**config.mk**
```make
export PLATFORM = sky130hd
export DESIGN_NAME = data_port
export DESIGN_NICKNAME = d
export VERILOG_FILES = /design/src/mem_sys_pkg.sv /design/src/data_port.sv
export VERILOG_INCLUDE_DIRS = /design/src
export SDC_FILE = /design/constraint.sdc
export NUM_CORES = 1
export LEC_CHECK = 0
export ABC_AREA = 1
export BUFFER_PORTS_ARGS = -buffer_cell sky130_fd_sc_hd__buf_2
export CORE_MARGIN = 3
export CORE_UTILIZATION = 29
export CTS_CLUSTER_SIZE = 24
export DETAILED_ROUTE_END_ITERATION = 10
export HOLD_SLACK_MARGIN = 0.1
export PLACE_DENSITY = 0.76
export SYNTH_ARGS = -nofsm -noshare
export SYNTH_HDL_FRONTEND = slang
export SYNTH_SLANG_ARGS = --single-unit
```
**constraint.sdc**
```tcl
create_clock -name clk -period 1.5 [get_ports clk]
set_input_delay 0.225 -clock clk [delete_from_list [all_inputs] [get_ports clk]]
set_output_delay 0.225 -clock clk [all_outputs]
set_load 0.05 [all_outputs]
```
**src/mem_sys_config.svh**
```systemverilog
`ifndef MEM_SYS_CONFIG_SVH
`define MEM_SYS_CONFIG_SVH

// RAM size in word-address bits, 1024 words of 32 bits
`define MEM_ADDR_BITS 10

// Instruction cache geometry
`define ICACHE_LINES 16
`define ICACHE_LINE_WORDS 4

// Byte address bits that select a byte inside a word
`define WORD_OFFSET_BITS 2

// Highest byte address bit that still falls inside the RAM
`define MEM_BYTE_MSB (`MEM_ADDR_BITS + `WORD_OFFSET_BITS - 1)

`endif

```
**src/mem_sys_pkg.sv**
```systemverilog
`default_nettype none

`include "mem_sys_config.svh"

package mem_sys_pkg;

	// Processor side of APB, driven by the requester
	typedef struct packed {
		logic        psel;
		logic        penable;
		logic        pwrite;
		logic [31:0] paddr;    // Byte address
		logic [31:0] pwdata;
		logic [3:0]  pstrb;
	} apb_req_t;

	// Completer side of APB
	typedef struct packed {
		logic        pready;
		logic [31:0] prdata;
		logic        pslverr;  // Only meaningful with pready
	} apb_rsp_t;

	// One word transaction on the shared RAM bus
	typedef struct packed {
		logic                      valid;
		logic                      write;
		logic [`MEM_ADDR_BITS-1:0] addr;   // Word address
		logic [31:0]               wdata;
		logic [3:0]                strb;
	} bus_req_t;

	typedef struct packed {
		logic        ready;
		logic [31:0] rdata;
	} bus_rsp_t;

endpackage

`default_nettype wire

```
**src/data_port.sv**
```systemverilog
`default_nettype none

`include "mem_sys_config.svh"

module data_port (
	input  logic                  clk,
	input  logic                  reset,
	input  mem_sys_pkg::apb_req_t apb_req,
	output mem_sys_pkg::apb_rsp_t apb_rsp,
	output mem_sys_pkg::bus_req_t bus_req,
	input  mem_sys_pkg::bus_rsp_t bus_rsp
);

	typedef enum logic {S_IDLE, S_WAIT} state_t;

	state_t      state;
	logic        done_q;    // Completion shown on APB this cycle
	logic [31:0] rdata_q;
	logic        access;
	logic        in_range;
	logic        start;

	assign access   = apb_req.psel & apb_req.penable;
	assign in_range = apb_req.paddr[31:`MEM_BYTE_MSB+1] == '0;
	assign start    = (state == S_IDLE) & access & in_range & ~done_q;

	// Word request straight from the stable APB fields
	always_comb
	begin
		bus_req.valid = (state == S_WAIT) | start;
		bus_req.write = apb_req.pwrite;
		bus_req.addr  = apb_req.paddr[`MEM_BYTE_MSB:`WORD_OFFSET_BITS];
		bus_req.wdata = apb_req.pwdata;
		bus_req.strb  = apb_req.pwrite ? apb_req.pstrb : 4'hf;
	end

	always_comb
	begin
		apb_rsp.pready  = done_q;
		apb_rsp.prdata  = rdata_q;
		apb_rsp.pslverr = 1'b0;
		if (state == S_IDLE && access && !done_q && !in_range)
		begin
			apb_rsp.pready  = 1'b1;  // Rejected without a bus cycle
			apb_rsp.pslverr = 1'b1;
		end
	end

	always_ff @(posedge clk)
	begin
		if (reset)
		begin
			state  <= S_IDLE;
			done_q <= 1'b0;
		end
		else
		begin
			done_q <= 1'b0;
			if (start)
				state <= S_WAIT;
			else if (state == S_WAIT && bus_rsp.ready)
			begin
				state  <= S_IDLE;
				done_q <= 1'b1;
			end
		end
	end

	always_ff @(posedge clk)
	begin
		if (state == S_WAIT && bus_rsp.ready)
			rdata_q <= bus_rsp.rdata;
	end

endmodule

`default_nettype wire

```
==> flow_metrics.tcl <==
set metrics [dict create \
    outcome "finished clean" \
    share_comb_of_total_power_pct 8.0 \
    syn_area_sq_um 1510 \
    total_power_w 0.00181 \
    crit_slowest_cell "dfxtp_1" \
    switchingPower_w 0.000386 \
    routed_wl_um 3260 \
    yosysTopAreaCell "edfxtp_1" \
    pwr-share-seq_pct 57.2 \
    grt_usage_pct 9.83 \
    p_sw_share_pct 21.3 \
    vias 980 \
    arrival_ps 1240 \
    seq_area_frac_synth_pct 66.2 \
    p_int_w 0.00142 \
    setup_viol 0 \
    startpoint_type "flip-flop" \
    period_share_pct 97.5 \
    drtIter0Drc 39 \
    cts.sinks 34 \
    crit_path_cell_trace "nor3_4 > nand4_2 > nand2_2 > buf_6" \
    p_clk_share_pct 34.8 \
    ios 188 \
    clockRootBuffer "clkbuf_8" \
    first_pass_iters 4 \
    drive_gt1_share_pct 62.5 \
    crit_path_start "done_q" \
    grt_pass1_vias 950 \
    fin_nets 289 \
    hp-start "reset" \
    diodes 0 \
    grt_pass1_wl_um 4580 \
    worst_pin_slew_ps 261 \
    powerDensity_nw_per_um2 956 \
    drc_errors 0 \
    cp.required_ps 1270 \
    postSynthAreaPerCell_sq_um 12.9 \
    dpl.cell_count 243 \
    r2r-start "state" \
    htreeDepth 2 \
    die_y_um 78.2 \
    syn_nets 223 \
    synthDistinctLibCells 13 \
    rsz0062_at_grt "true" \
    grt_max_degree 33 \
    cts_inserted_buffers 5 \
    dieWidth_um 78.2 \
    yosysTopAreaCellShare_pct 63.6 \
    power_leakage_nw 0.859 \
    rows 25 \
    period_minus_slack_ps 1460 \
    synthCells 117 \
    cts_max_path_buffers 2 \
    layout_commonest_cell "buf_2" \
    relSlewSlack_pct 82.7 \
    postCtsSetupBuffers 0 \
    layout_common_cells "buf_2, edfxtp_1, nand2_1" \
    endpoint_kind "primary output" \
    timing_hold_violations_final 0 \
    dieArea_sq_um 6110 \
    vias_per_cell 3.90 \
    antenna_found_initial 2 \
    portBuffers 101 \
    hp-class "input pin to flip-flop" \
    synth-seq-cells 34 \
    start_util_pct 31.0 \
    maxCapViolations 0 \
    core_area_sq_um 4880 \
    max_stage_delay_ps 340 \
    gp_congestion 0.693 \
    hpwlAfterDp_um 2600 \
    grt-ovfl-total 0 \
    clk_pin_slew_ps 60 \
    synth_area_leaders "edfxtp_1, buf_4, nand2_1, nor2_1, dfxtp_1" \
    clk_latency_ps 280 \
    finalClockSkew_ps 1.85 \
    path_class "flip-flop to primary output" \
    drv_slew 0 \
    wl_per_cell_um 13.0 \
    synthToLayoutAreaGrowth_pct 25.3 \
    cts_tree "yes" \
    fmax_mhz 684 \
    instances_no_fill 251 \
    irDropWorstVdd_mv 0.624 \
    yosysWarnings 0 \
    critPathMaxFanout 2 \
    postRouteAntennaNets 0 \
]
[worst paths after layout]
path,endpoint,slack [ps],depth (start not counted)
worst max-delay path,bus_req[47],40,4
worst min-delay path,state,110,2
worst max register to register,rdata_q[30],380,3
worst min register to register,done_q,510,2
[routing by layer]
| layer | up-vias | global-route usage, % | wire [um] |
|---|---|---|---|
| met3 | 22 | 5.96 | 436 |
| li1 | 470 | - | - |
| met2 | 66 | 15.2 | 1550 |
| met5 | - | 0 | 34 |
| met4 | 4 | 7.34 | 138 |
| met1 | 418 | 9.58 | 1090 |
[kinds of logic after synthesis]
logic type | Yosys count | synth area share (%)
AO/OA/AOI/OAI | 1 | 0.580
buffers and inverters | 51 | 23.3
flip-flops | 34 | 66.2
AND/OR/NAND/NOR | 31 | 9.85
[final cells by class]
class / instances / area (sq um)
Inverter: 8 / 30.0
Tap cell: 67 / 83.8
Fill cell: 494 / 2990
Clock buffer: 5 / 68.8
Clock inverter: 3 / 16.3
Sequential cell: 34 / 1000
Timing Repair Buffer: 102 / 534
Multi-Input combinational cell: 32 / 160
[synthesized netlist by cell type, drive strengths merged]
cell / instances
and2: 1
nand3: 1
nand2: 13
a21oi: 1
inv: 8
or2: 1
nor2: 13
buf: 43
nor3: 1
dfxtp: 2
nand4: 1
edfxtp: 32
[metrics by stage]
stage               util (%)  hold WS [ps]  setup slack (ps)  TNS, ps  cell area (sq um)
floorplan                  -           287              23.9        0               1510
global placement        36.8           401               179        0               1800
detailed placement      36.8           401               167        0               1800
CTS                     38.7           103              18.9        0               1890
global route            38.8           103             -29.4    -29.4               1890
finish                  38.8           111              37.8        0               1890
[power groups by stage]
stage / registers, W / clock network, W / logic (W)
global route: 0.00103 / 0.000699 / 0.000159
detailed placement: 0.00106 / 0 / 0.000144
CTS: 0.00104 / 0.000649 / 0.000146
floorplan: 0.00106 / 0 / 0.000357
global placement: 0.00106 / 0 / 0.000139
finish: 0.00104 / 0.000630 / 0.000145
[what timing repair did]
| action | CTS | global route |
|---|---|---|
| gates resized for setup | 2 | 2 |
| setup endpoints to repair | 2 | 2 |
| pin swaps | 1 | 0 |
| hold buffers | 0 | 0 |
[critical path, delay by kind of cell (launching register included)]
kind / cells / cell delay [ps]
buffers and inverters: 1 / 150
DFF: 1 / 340
and+or+nand+nor: 3 / 470
[state kept, by name (all words and copies together), names as in the netlist]
| name | flops |
|---|---|
| rdata_q | 32 |
| done_q | 1 |
| state | 1 |
Power figures use the tool's default switching activity.
