**src/mem_sys_config.svh**
```systemverilog
`ifndef MEM_SYS_CONFIG_SVH
`define MEM_SYS_CONFIG_SVH

// RAM size in word-address bits, 1024 words of 32 bits
`define MEM_ADDR_BITS 10

// Instruction cache geometry
`define ICACHE_LINES 16
`define ICACHE_LINE_WORDS 4

// Byte address bits that select a byte inside a word
`define WORD_OFFSET_BITS 2

// Highest byte address bit that still falls inside the RAM
`define MEM_BYTE_MSB (`MEM_ADDR_BITS + `WORD_OFFSET_BITS - 1)

`endif

```
**src/mem_sys_pkg.sv**
```systemverilog
`default_nettype none

`include "mem_sys_config.svh"

package mem_sys_pkg;

	// Processor side of APB, driven by the requester
	typedef struct packed {
		logic        psel;
		logic        penable;
		logic        pwrite;
		logic [31:0] paddr;    // Byte address
		logic [31:0] pwdata;
		logic [3:0]  pstrb;
	} apb_req_t;

	// Completer side of APB
	typedef struct packed {
		logic        pready;
		logic [31:0] prdata;
		logic        pslverr;  // Only meaningful with pready
	} apb_rsp_t;

	// One word transaction on the shared RAM bus
	typedef struct packed {
		logic                      valid;
		logic                      write;
		logic [`MEM_ADDR_BITS-1:0] addr;   // Word address
		logic [31:0]               wdata;
		logic [3:0]                strb;
	} bus_req_t;

	typedef struct packed {
		logic        ready;
		logic [31:0] rdata;
	} bus_rsp_t;

endpackage

`default_nettype wire

```
**src/icache.sv**
```systemverilog
`default_nettype none

`include "mem_sys_config.svh"

module icache (
	input  logic                  clk,
	input  logic                  reset,
	input  mem_sys_pkg::apb_req_t apb_req,
	output mem_sys_pkg::apb_rsp_t apb_rsp,
	output mem_sys_pkg::bus_req_t bus_req,
	input  mem_sys_pkg::bus_rsp_t bus_rsp
);

	localparam int OFFSET_BITS = $clog2(`ICACHE_LINE_WORDS);
	localparam int INDEX_BITS  = $clog2(`ICACHE_LINES);
	localparam int TAG_BITS    = `MEM_ADDR_BITS - INDEX_BITS - OFFSET_BITS;
	localparam logic [OFFSET_BITS-1:0] LAST_WORD = OFFSET_BITS'(`ICACHE_LINE_WORDS - 1);

	typedef enum logic [1:0] {S_LOOKUP, S_FILL, S_RESPOND} state_t;

	logic [TAG_BITS-1:0] tag_mem  [`ICACHE_LINES];
	logic [31:0]         data_mem [`ICACHE_LINES * `ICACHE_LINE_WORDS];
	logic [`ICACHE_LINES-1:0] line_valid;

	state_t                    state;
	logic [OFFSET_BITS-1:0]    fill_cnt;   // Next word of the line to fetch
	logic [`MEM_ADDR_BITS-1:0] waddr;
	logic [TAG_BITS-1:0]       tag;
	logic [INDEX_BITS-1:0]     index;
	logic [OFFSET_BITS-1:0]    offset;
	logic                      access;
	logic                      bad;
	logic                      hit;
	logic [31:0]               line_word;

	assign waddr  = apb_req.paddr[`MEM_BYTE_MSB:`WORD_OFFSET_BITS];
	assign tag    = waddr[`MEM_ADDR_BITS-1 -: TAG_BITS];
	assign index  = waddr[OFFSET_BITS +: INDEX_BITS];
	assign offset = waddr[OFFSET_BITS-1:0];

	assign access    = apb_req.psel & apb_req.penable;
	// Read only, and nothing beyond the RAM
	assign bad       = apb_req.pwrite | (apb_req.paddr[31:`MEM_BYTE_MSB+1] != '0);
	assign hit       = line_valid[index] & (tag_mem[index] == tag);
	assign line_word = data_mem[{index, offset}];

	always_comb
	begin
		apb_rsp = '0;
		case (state)
			S_LOOKUP:
				if (access)
				begin
					if (bad)
					begin
						apb_rsp.pready  = 1'b1;
						apb_rsp.pslverr = 1'b1;
					end
					else if (hit)
					begin
						apb_rsp.pready = 1'b1;
						apb_rsp.prdata = line_word;
					end
				end
			S_RESPOND:
			begin
				apb_rsp.pready = 1'b1;   // Line just filled
				apb_rsp.prdata = line_word;
			end
			default: ;
		endcase
	end

	// Line fill walks the words of the line in order
	always_comb
	begin
		bus_req       = '0;
		bus_req.valid = (state == S_FILL);
		bus_req.addr  = {tag, index, fill_cnt};
	end

	always_ff @(posedge clk)
	begin
		if (reset)
		begin
			state      <= S_LOOKUP;
			fill_cnt   <= '0;
			line_valid <= '0;
		end
		else
		begin
			case (state)
				S_LOOKUP:
					if (access && !bad && !hit)
					begin
						state      <= S_FILL;
						fill_cnt   <= '0;
						line_valid[index] <= 1'b0;
					end
				S_FILL:
					if (bus_rsp.ready)
					begin
						fill_cnt <= fill_cnt + 1'b1;
						if (fill_cnt == LAST_WORD)
						begin
							line_valid[index] <= 1'b1;
							state             <= S_RESPOND;
						end
					end
				default:
					state <= S_LOOKUP;
			endcase
		end
	end

	// Tag and line words
	always_ff @(posedge clk)
	begin
		if (state == S_FILL && bus_rsp.ready)
		begin
			data_mem[{index, fill_cnt}] <= bus_rsp.rdata;
			if (fill_cnt == LAST_WORD)
				tag_mem[index] <= tag;
		end
	end

endmodule

`default_nettype wire

```
**config.mk**
```make
export PLATFORM = sky130hd
export DESIGN_NAME = icache
export DESIGN_NICKNAME = d
export VERILOG_FILES = /design/src/mem_sys_pkg.sv /design/src/icache.sv
export VERILOG_INCLUDE_DIRS = /design/src
export SDC_FILE = /design/constraint.sdc
export NUM_CORES = 2
export LEC_CHECK = 0
export BUFFER_PORTS_ARGS = -buffer_cell sky130_fd_sc_hd__buf_2
export CORE_MARGIN = 2
export CORE_UTILIZATION = 50
export CTS_CLUSTER_SIZE = 28
export DETAILED_ROUTE_END_ITERATION = 12
export GPL_TIMING_DRIVEN = 0
export HOLD_SLACK_MARGIN = 0.05
export PLACE_DENSITY_LB_ADDON = 0.25
export SLEW_MARGIN = 20
export SYNTH_ARGS = -nofsm -noshare
export SYNTH_HDL_FRONTEND = slang
export SYNTH_SLANG_ARGS = --single-unit
```
**constraint.sdc**
```tcl
create_clock -name clk -period 10.4 [get_ports clk]
set_input_delay 0.52 -clock clk [delete_from_list [all_inputs] [get_ports clk]]
set_output_delay 0.52 -clock clk [all_outputs]
set_load 0.1 [all_outputs]
```
==> out/metrics.cfg <==
[drt]
ant_nets=0
vias=41900
drtIter0Drc=7154
drc=2
wl_per_cell_um=37.9
drt-vias-per-instance=6.58
first_pass_iters=10
wl_mm=241

[yosys]
yosysTopAreaCellShare=0.770
synth_simple_gate_area_frac=0.0171
async_flop_share=0
syn_inst=3524
synth_compound_area_frac=0.0113
synth_xor_xnor_area_share=0.000426
netlist_top_cells_area=edfxtp_1 (77%), mux4_2 (17%), mux2i_1 (0.81%)
synth.mux.area_fraction=0.180
ys_warn_count=0
synth.avg_cell_area_um2=23.4
ys_ff_latch=2132
synthesis.area_mm2=0.0823
yosysTopAreaCell=edfxtp_1
synthDistinctLibCells=59
seq_area_frac_synth=0.775
synth_fa_ha_area_frac=0.000152
synth-edff-count=2112
synth-main-ff-cell=edfxtp_1
synth_top_family_by_area=multiplexers

[timing]
period_share=0.619
hold_slack_ps=105
fmax_mhz=155
hold_violations=0
slew_headroom=0.146
final.min_clock_period_ps=6440
worst_slew_pin_slew_ps=1280
drv_slew=0
setup_violations=0
rsz0062_at_grt=no
skew_ps=30.1

[grt]
grt_pass1_wl_mm=331
first_global_vias=41000
grt_overflow_total=0
grt_max_degree=65
gr-usage-all-layers=0.289
antenna_found_initial=15

[setup_path]
cp-startpoint=apb_req[39]
r2r_start=state[1]
required_ps=9880
criticalPathCategory=in2out
start_kind=input port
cp_max_fo=10
crit_path_end_kind=output port
arrival_ps=5920

[final_layout]
nets=4124
mostFrequentLayoutCell=edfxtp_1
drive_gt1_frac=0.333
final.fill_count=11300
syn_to_final_growth_pct=16.2
fin_area_mm2=0.0956
final_cell_mix=edfxtp_1 (2112), mux4_2 (624), clkbuf_16 (206)

[floorplan]
fp.dieH_um=410
initial_core_util=0.505
die-area_mm2=0.168
ios=188
die_x_um=410
coreArea_mm2=0.163
row_count=148

[clock_network]
cts_root_buf=clkbuf_16
clk_path_buf_depth=3
postCtsHoldBufs=0
insertion_delay_ps=830
numCtsBuffers=202
cts_tree=built
clk_pin_slew_ps=60
post_cts_resized=0
postCtsSetupBuffers=0
numClockSinks=2132
h-tree-depth=4

[worst_hold_path]
min-delay-start=bus_rsp[18]
hold_class=in2reg

[place]
placed_cell_area_mm2=0.0893
io_buffers=108
dp_hpwl_mm=160
gp_congestion=0.906

[power]
pwr_density_cell_mw_per_mm2=182
ir_drop_uv=186
leakage_nw=30.0

[flow_run]
cap_violations=0

[run_status]
violations=design-rule violations
outcome=finished, violations left

-- kinds of logic after synthesis --
| logic type | Yosys count |
|---|---|
| AND/OR/NAND/NOR | 294 |
| flip-flops | 2132 |
| multiplexers | 701 |
| XOR/XNOR | 4 |
| buffers and inverters | 248 |
| AO/OA/AOI/OAI | 143 |
| adder cells (fa/ha/maj) | 1 |
| other | 1 |
-- stage by stage --
stage          instances  TNS, ps  setup WS (ps)  power, mW   util
6_report            6362        0           3960       17.4  0.586
5_1_grt             6361        0           4060       17.8  0.586
4_1_cts             6359        0           4280       17.5  0.586
3_5_place_dp        5986        0           3660       10.6  0.547
3_3_place_gp        5843  -132410          -2250       10.5  0.525
2_1_floorplan       3560        0           4240       10.1      -
-- final timing paths --
path | slack (ps) | endpoint | cells after the start
worst min register to register | 480 | register | 2
worst max register to register | 6110 | data_mem[41][1] | 9
worst max-delay path | 3960 | apb_rsp[18] | 12
worst min-delay path | 100 | data_mem[23][18] | 1
-- cells in the mapped netlist, drive strengths merged, types with 7 or more instances --
cell	number
a21oi	31
a221oi	9
a22oi	11
a31oi	11
and2	7
buf	154
clkbuf	87
dfxtp	20
edfxtp	2112
inv	7
mux2	10
mux2i	67
mux4	624
nand2	50
nand2b	16
nand3	15
nor2	128
nor2b	29
nor3	16
nor4	8
o21ai	36
o31ai	7
-- area by class of cell --
class	count	area, um^2	share of cell area
clock inverters	129	971	0.0102
repair buffers	253	3670	0.0384
clock buffers	244	5300	0.0554
multi-input cells	1180	17900	0.187
diodes	1	2.50	0.0000262
inverters	7	26.3	0.000275
well taps	2175	2720	0.0285
flip-flops and latches	2132	63800	0.667
plain buffers	241	1270	0.0133
-- flip-flops by register name (all words and copies together) (netlist names), named ones only --
name / flops
fill_cnt: 2
data_mem: 2048
tag_mem: 64
state: 2
-- power breakdown --
| group | leakage, nW | internal [mW] | switching (mW) |
|---|---|---|---|
| clock | 3.05 | 3.87 | 3.19 |
| sequential | 19.1 | 9.44 | 0.00000000448 |
| combinational | 7.81 | 0.318 | 0.628 |
| total | 30.0 | 13.6 | 3.82 |
-- critical path, cell delays in order --
cell and delay, ps:
buf_2 270, buf_2 470, buf_2 410, buf_2 530, clkbuf_1 870, clkbuf_1 960
mux4_2 420, nand2_1 60, o311ai_0 160, nor3_1 100, nor2_1 580, buf_2 550
-- metal layers --
layer,share of wire,vias up,track usage
met5,0.00048,-,0
met4,0.051,16,0.120
met3,0.12,653,0.0741
met2,0.47,3046,0.452
met1,0.36,22200,0.390
li1,-,16000,-
Power figures use the tool's default switching activity.
