**src/mem_sys_config.svh**
```systemverilog
`ifndef MEM_SYS_CONFIG_SVH
`define MEM_SYS_CONFIG_SVH

// RAM size in word-address bits, 1024 words of 32 bits
`define MEM_ADDR_BITS 10

// Instruction cache geometry
`define ICACHE_LINES 16
`define ICACHE_LINE_WORDS 4

// Byte address bits that select a byte inside a word
`define WORD_OFFSET_BITS 2

// Highest byte address bit that still falls inside the RAM
`define MEM_BYTE_MSB (`MEM_ADDR_BITS + `WORD_OFFSET_BITS - 1)

`endif

```
**src/mem_sys_pkg.sv**
```systemverilog
`default_nettype none

`include "mem_sys_config.svh"

package mem_sys_pkg;

	// Processor side of APB, driven by the requester
	typedef struct packed {
		logic        psel;
		logic        penable;
		logic        pwrite;
		logic [31:0] paddr;    // Byte address
		logic [31:0] pwdata;
		logic [3:0]  pstrb;
	} apb_req_t;

	// Completer side of APB
	typedef struct packed {
		logic        pready;
		logic [31:0] prdata;
		logic        pslverr;  // Only meaningful with pready
	} apb_rsp_t;

	// One word transaction on the shared RAM bus
	typedef struct packed {
		logic                      valid;
		logic                      write;
		logic [`MEM_ADDR_BITS-1:0] addr;   // Word address
		logic [31:0]               wdata;
		logic [3:0]                strb;
	} bus_req_t;

	typedef struct packed {
		logic        ready;
		logic [31:0] rdata;
	} bus_rsp_t;

endpackage

`default_nettype wire

```
**src/bus_arbiter.sv**
```systemverilog
`default_nettype none

module bus_arbiter (
	input  logic                  clk,
	input  logic                  reset,
	input  mem_sys_pkg::bus_req_t i_bus_req,
	output mem_sys_pkg::bus_rsp_t i_bus_rsp,
	input  mem_sys_pkg::bus_req_t d_bus_req,
	output mem_sys_pkg::bus_rsp_t d_bus_rsp,
	output mem_sys_pkg::bus_req_t ram_req,
	input  mem_sys_pkg::bus_rsp_t ram_rsp
);

	logic busy;     // A transaction owns the RAM
	logic owner;    // 0 fetch side, 1 data side
	logic last;     // Side served most recently
	logic pick;     // Winner when idle
	logic sel;
	logic active;
	logic i_grant;
	logic d_grant;

	// Round robin on a tie, otherwise whoever asks
	assign pick = (i_bus_req.valid & d_bus_req.valid) ? ~last : d_bus_req.valid;

	assign sel     = busy ? owner : pick;
	assign active  = busy | i_bus_req.valid | d_bus_req.valid;
	assign i_grant = active & ~sel;
	assign d_grant = active & sel;

	always_ff @(posedge clk)
	begin
		if (reset)
		begin
			busy  <= 1'b0;
			owner <= 1'b0;
			last  <= 1'b0;
		end
		else if (!busy)
		begin
			if (i_bus_req.valid | d_bus_req.valid)
			begin
				busy  <= 1'b1;
				owner <= pick;
			end
		end
		else if (ram_rsp.ready)
		begin
			busy <= 1'b0;     // Free again next cycle
			last <= owner;
		end
	end

	always_comb
	begin
		ram_req = '0;
		if (i_grant)
			ram_req = i_bus_req;
		else if (d_grant)
			ram_req = d_bus_req;
	end

	// Response goes back to the owner alone
	always_comb
	begin
		i_bus_rsp = '0;
		d_bus_rsp = '0;
		if (i_grant)
			i_bus_rsp = ram_rsp;
		if (d_grant)
			d_bus_rsp = ram_rsp;
	end

endmodule

`default_nettype wire

```
**config.mk**
```make
export PLATFORM = sky130hd
export DESIGN_NAME = bus_arbiter
export DESIGN_NICKNAME = d
export VERILOG_FILES = /design/src/mem_sys_pkg.sv /design/src/bus_arbiter.sv
export VERILOG_INCLUDE_DIRS = /design/src
export SDC_FILE = /design/constraint.sdc
export NUM_CORES = 1
export LEC_CHECK = 0
export BUFFER_PORTS_ARGS = -buffer_cell sky130_fd_sc_hd__buf_2
export CAP_MARGIN = 20
export CORE_AREA = 10 10 88 90
export CTS_BUF_LIST = sky130_fd_sc_hd__clkbuf_16
export CTS_CLUSTER_SIZE = 14
export DETAILED_ROUTE_END_ITERATION = 8
export DIE_AREA = 0 0 98 100
export HOLD_SLACK_MARGIN = 0.05
export PLACE_DENSITY = 0.63
export SLEW_MARGIN = 0
export SYNTH_ARGS = -nofsm -noshare
export SYNTH_HDL_FRONTEND = slang
export SYNTH_SLANG_ARGS = --single-unit
```
**constraint.sdc**
```tcl
create_clock -name clk -period 3.5 [get_ports clk]
set_clock_uncertainty 0.2 [all_clocks]
set_input_delay 0.7 -clock clk [delete_from_list [all_inputs] [get_ports clk]]
set_output_delay 0.7 -clock clk [all_outputs]
set_load 0.02 [all_outputs]
```
==> flow_summary.toml, run 1 <==
[status]
status = "completed"

[cts]
cts_tree = "yes"
htreeDepth = 1
cts_resized = 0
cts_root_buf = "clkbuf_16"
cts_setup_buffers = 0
cts_buffer_depth = 2
cts.clk_slew.worst_paths_ps = 30
cts_buffers = 3
numClockSinks = 3
postCtsHoldBufs = 0
clk_latency_ps = 220

[layout]
diodes = 0
final_cell_mix = "buf_2 (244), and2_1 (66), a22o_1 (47)"
num-nets-final = 519
utilization_pct = 39.6
syn_to_final_growth_pct = 117
layout_commonest_cell = "buf_2"
fin_area_um2 = 2430
fin_cells = 464
layout-drive-gt1-share_pct = 65.4
fillers = 669

[drt]
first_pass_iters = 4
vias = 2042
detail-route-antenna-nets = 0
wirelength_mm = 7.52
drt-vias-per-instance = 4.40
wl_per_cell_um = 16.2
drc = 0
drt_iter0_drc = 29

[synthesis]
syn_area_um2 = 1120
syn-num-nets = 284
avgSynthCellArea_um2 = 7.31
ys_warn_count = 0
netlist.top_cell.by_area = "a22o_1"
synthCells = 153
synth_top_area_share_pct = 37.6
netlist_top_cells_area = "a22o_1 (38%), and2_1 (37%), buf_6 (6.0%)"
synth-seq-cells = 3
synth_cell_types = 17
seq_area_frac_synth_pct = 5.37

[place]
routabilityCongestion = 0.817
dp_cells = 460
dpl.hpwl_mm = 6.56
numPortBuffers = 244
place_area_um2 = 2350

[floorplan]
die_x_um = 98
row_count = 29
io_pins = 245
fp.dieArea_um2 = 9800
coreArea_um2 = 6130
die_h_um = 100
start_util_pct = 18.2

[hold_path]
whs_path_depth = 2
hp-start = "last$_SDFFE_PP0P_"
hold_path_class = "reg2reg"

[power]
p_total_uw = 763
ir_drop_mv = 0.241
cellPowerDensity_nw_per_um2 = 314
leakage_uw = 0.00155

[critical_path]
r2r_end = "owner$_SDFFE_PP0P_"
reg2reg_depth = 3
worstPathMaxFanout = 48
critical_path_arrival_ps = 1910
path_cells = "buf_2 > nor2b_1 > o22ai_4 > buf_4 > a22o_1 > buf_2"
cp_num_cells = 6
reg2reg_slack_ps = 2390
critPathLaunch = "d_bus_req[47]"
cp_top_family = "buffers and inverters"
critPathLaunchType = "input port"
cp_slowest_cell = "buf_4"
crit_end = "ram_req[44]"
cp_common_cell = "buf_2"
setup.worst_path.class = "in2out"
path_buf_inv = 3
cpPeakStageDelay_ps = 420
cp.required_ps = 2600
reg2reg_from = "busy$_SDFF_PP0_"
crit_path_end_kind = "output port"

[timing]
max_slew_margin_pct = 69.6
tightestPinTransition_ps = 457
rsz0062_at_grt = "false"
hold_viol_final = 0
drv_slew = 0
tns_ps = 0
finalSetupViolations = 0
finalCritPeriodShare_pct = 80.4
period_needed_ps = 2810
max_freq_mhz = 355

[grt]
grt_start_max_net_pins = 49
grt_pass1_wl_mm = 11.1
grt_pass1_vias = 2130
grt-ovfl-total = 0
antenna_found_initial = 1
grt_use_total_pct = 13.3

[run]
maxCapViolCount = 0
[area by class of cell]
type                       instances  area, µm²  area share (%)
clock buffer                       3       75.1            3.09
clock inverter                     1       3.75           0.154
inverter                           1       3.75           0.154
multi-input combinational        131        941            38.7
sequential                         3       60.1            2.47
tap                               77       96.3            3.96
timing repair buffer             248       1250            51.5
[Yosys cell counts (all sizes together)]
cell,number
and2,66
a22o,48
buf,11
clkbuf,7
a21oi,4
nand2,4
dfxtp,3
nand2b,2
nor2b,2
a22oi,1
inv,1
mux2i,1
nand3,1
nor2,1
o22ai,1
[logic make-up after synthesis]
group                  Yosys count  synth area share, %
buffers and inverters           19                 11.3
and+or+nand+nor                 76                 41.3
DFF                              3                 5.37
AOI/OAI and AO/OA               54                 41.2
muxes                            1                0.895
[per-layer routing]
| layer | part of all wire [%] | GRT usage [%] |
|---|---|---|
| met5 | 0 | 0 |
| met2 | 53 | 25.6 |
| met3 | 10 | 5.63 |
| met1 | 36 | 13.1 |
| met4 | 0.70 | 2.35 |
[how the worst min path moves through the flow]
| stage | slack, ps | end |
|---|---|---|
| 6_report | 270 | last$_SDFFE_PP0P_ |
| 5_1_grt | 320 | last$_SDFFE_PP0P_ |
| 4_1_cts | 280 | last$_SDFFE_PP0P_ |
| 3_3_place_gp | 270 | last$_SDFFE_PP0P_ |
| 2_1_floorplan | 240 | last$_SDFFE_PP0P_ |
| 3_5_place_dp | 270 | last$_SDFFE_PP0P_ |
[tightest hold or removal path, delay by kind of cell (launching register included)]
kind | cells | cell delay, ps
AO/OA/AOI/OAI | 1 | 50
AND/OR/NAND/NOR | 1 | 60
flip-flops | 1 | 310
[metrics by stage]
step	setup slack (ps)	hold slack [ps]
6_report	687	274
4_1_cts	668	276
5_1_grt	588	321
2_1_floorplan	1020	244
3_5_place_dp	670	271
3_3_place_gp	703	271
[where the power goes]
group	internal (µW)	total, µW	switching [µW]
registers	36.7	41.1	4.37
logic	222	544	322
clock network	147	179	31.4
total	406	763	357
[sequential cells by signal, summed over array words and instances (netlist names)]
signal and flops:
last 1, busy 1, owner 1
(Power assumes the default switching activity.)
==> run 2: changes to the inputs <==
--- a/config.mk
+++ b/config.mk
@@ -6,15 +6,16 @@
 export SDC_FILE = /design/constraint.sdc
 export NUM_CORES = 1
 export LEC_CHECK = 0
+export ABC_AREA = 1
 export BUFFER_PORTS_ARGS = -buffer_cell sky130_fd_sc_hd__buf_2
 export CAP_MARGIN = 20
-export CORE_AREA = 10 10 88 90
+export CORE_MARGIN = 10
+export CORE_UTILIZATION = 25
 export CTS_BUF_LIST = sky130_fd_sc_hd__clkbuf_16
 export CTS_CLUSTER_SIZE = 14
 export DETAILED_ROUTE_END_ITERATION = 8
-export DIE_AREA = 0 0 98 100
 export HOLD_SLACK_MARGIN = 0.05
-export PLACE_DENSITY = 0.63
+export PLACE_DENSITY = 0.75
 export SLEW_MARGIN = 0
 export SYNTH_ARGS = -nofsm -noshare
 export SYNTH_HDL_FRONTEND = slang
==> constraint.sdc (replaced) <==
create_clock -name clk -period 2.27 [get_ports clk]
set_clock_uncertainty 0.2 [all_clocks]
set_input_delay 0.454 -clock clk [delete_from_list [all_inputs] [get_ports clk]]
set_output_delay 0.454 -clock clk [all_outputs]
set_load 0.02 [all_outputs]
==> flow_summary.toml, run 2 <==
[status]
status = "completed"

[floorplan]
coreArea_um2 = 5510
die_h_um = 95.5
fp.dieArea_um2 = 9110
io_pins = 245
row_count = 27
die_x_um = 95.5
start_util_pct = 25.9

[timing]
max_freq_mhz = 464
tightestPinTransition_ps = 384
drv_slew = 0
rsz0062_at_grt = "false"
period_needed_ps = 2150
hold_viol_final = 0
tns_ps = 0
finalSetupViolations = 0
finalCritPeriodShare_pct = 94.9
max_slew_margin_pct = 74.4

[critical_path]
setup.worst_path.class = "reg2out"
critPathLaunchType = "register"
cp.required_ps = 1620
crit_path_end_kind = "output port"
critical_path_arrival_ps = 1500
reg2reg_slack_ps = 890
worstPathMaxFanout = 23

[drt]
wl_per_cell_um = 16.0
drc = 0
vias = 2858
wirelength_mm = 9.55
first_pass_iters = 5
detail-route-antenna-nets = 0
drt-vias-per-instance = 4.80
drt_iter0_drc = 123

[cts]
cts_buffers = 3
clk_latency_ps = 220
htreeDepth = 1
cts_root_buf = "clkbuf_16"
cts_setup_buffers = 0
numClockSinks = 3
cts_tree = "yes"
cts_buffer_depth = 2
cts.clk_slew.worst_paths_ps = 30
postCtsHoldBufs = 0

[power]
leakage_uw = 0.00194
switching_share_pct = 51.2
pwr-share-comb_pct = 73.9
ir_drop_mv = 0.329
seqPwrFrac_pct = 4.6
p_total_uw = 1280
p_int_uw = 627
cellPowerDensity_nw_per_um2 = 460
p_clk_share_pct = 21.5
switching_power_uw = 657

[place]
routabilityCongestion = 0.896
numPortBuffers = 244
dpl.hpwl_mm = 7.58

[synthesis]
synth.most_common_cell = "nand2_1"
synth_cell_types = 20
seq_area_frac_synth_pct = 4.22
synth-seq-cells = 3
synthTopCellsByCount = "nand2_1 (101), nand4_1 (47), inv_1 (37), a21oi_1 (34), nor2_1 (33)"
syn_area_um2 = 1420
synthCells = 296
netlist_top_cells_area = "nand2_1 (27%), nand4_1 (21%), a21oi_1 (12%)"
synth_edf_count = 0
netlist.top_cell.by_area = "nand2_1"
ys_async_sr_fraction_pct = 0
syn-num-nets = 427
synth_ff_type = "dfxtp_1"
ys_warn_count = 0
avgSynthCellArea_um2 = 4.81
synth_top_area_share_pct = 26.6

[layout]
final_cell_mix = "buf_2 (244), nand2_1 (100), nand4_1 (47)"
reg.largest.list = "busy (1), last (1), owner (1)"
syn_to_final_growth_pct = 96.1
layout_commonest_cell = "buf_2"
diodes = 0
num-nets-final = 656
fillers = 580
layout-drive-gt1-share_pct = 50.4

[grt]
grt_start_max_net_pins = 74
antenna_found_initial = 0
grt_use_total_pct = 17.5
grt-ovfl-total = 0
grt_pass1_vias = 2678
grt_pass1_wl_mm = 13.2

[hold_path]
hold_path_class = "reg2reg"

[run]
maxCapViolCount = 0
[run 2: cell count changes in the layout (fill, tap and decap cells not counted), moves of 2 or more]
| cell | delta |
|---|---|
| nand4_1 | +47 |
| nand2_1 | +96 |
| inv_1 | +36 |
| buf_4 | +2 |
| a21oi_1 | +30 |
| nor2_1 | +32 |
| clkbuf_16 | +2 |
| nor2b_1 | -2 |
| a22o_1 | -47 |
| buf_12 | +3 |
| and2_1 | -66 |
| nand2b_1 | -2 |
[run 2: final timing paths]
check | start | to | cells after the start
setup / recovery | busy$_SDFF_PP0_ | ram_req[6] | 6
hold / removal | last$_SDFFE_PP0P_ | last$_SDFFE_PP0P_ | 2
setup reg to reg | busy$_SDFF_PP0_ | owner$_SDFFE_PP0P_ | 5
hold reg to reg | last$_SDFFE_PP0P_ | last$_SDFFE_PP0P_ | 2
[run 2: area by class of cell]
type / count / area, µm² / share of cell area, %
Timing Repair Buffer: 255 / 1380 / 49.3
Multi-Input combinational cell: 224 / 1040 / 37.4
Tap cell: 72 / 90.1 / 3.23
Clock buffer: 3 / 75.1 / 2.69
Sequential cell: 3 / 60.1 / 2.15
Clock inverter: 1 / 3.75 / 0.134
Inverter: 38 / 143 / 5.11
[run 2: repair_timing]
item,4_1_cts,5_1_grt
gates resized for setup,0,3
setup endpoints to repair,0,43
endpoints found under the hold margin,0,0
[run 2: cells by family (layout without fill, tap and decap cells)]
logic type             Yosys count  in the layout  share of synthesized area (%)
AND/OR/NAND/NOR                188            188                           59.6
AO/OA/AOI/OAI                   36             36                           12.7
flip-flops                       3              3                           4.22
buffers and inverters           69            297                           23.5
[run 2: layer usage]
metal | share of wire, % | GRT usage [%] | vias to the layer above
met3 | 13 | 5.66 | 12
met1 | 36 | 19.3 | 1246
met5 | 0 | 0 | -
met4 | 0.97 | 3.69 | 0
met2 | 51 | 32.0 | 187
li1 | - | - | 1413
[run 2: power by group through the flow]
stage          Clock [µW]  Combinational [µW]  Sequential [µW]
3_3_place_gp            0                 923             59.6
6_report              276                 949             59.0
4_1_cts               281                 934             59.0
5_1_grt               288                1030             59.6
2_1_floorplan           0                 563             59.4
3_5_place_dp            0                 930             59.7
[run 2: worst max-delay path, cell delays in order, from the launching register on]
cell and delay, ps:
dfxtp_1 340, inv_2 70, nand2_1 130, buf_4 290, nand4_1 190, nand2_1 90, buf_2 160
[run 2: metrics by stage]
stage	instances	hold WS, ps	utilization (%)	cell area (µm²)	setup WS [ps]
after floorplan	296	240	-	1420	344
after global placement	590	253	48.1	2650	113
after detailed placement	590	268	48.1	2650	86.6
after CTS	594	272	49.5	2730	78.9
after global routing	596	296	50.7	2790	20.0
final	596	273	50.7	2790	116
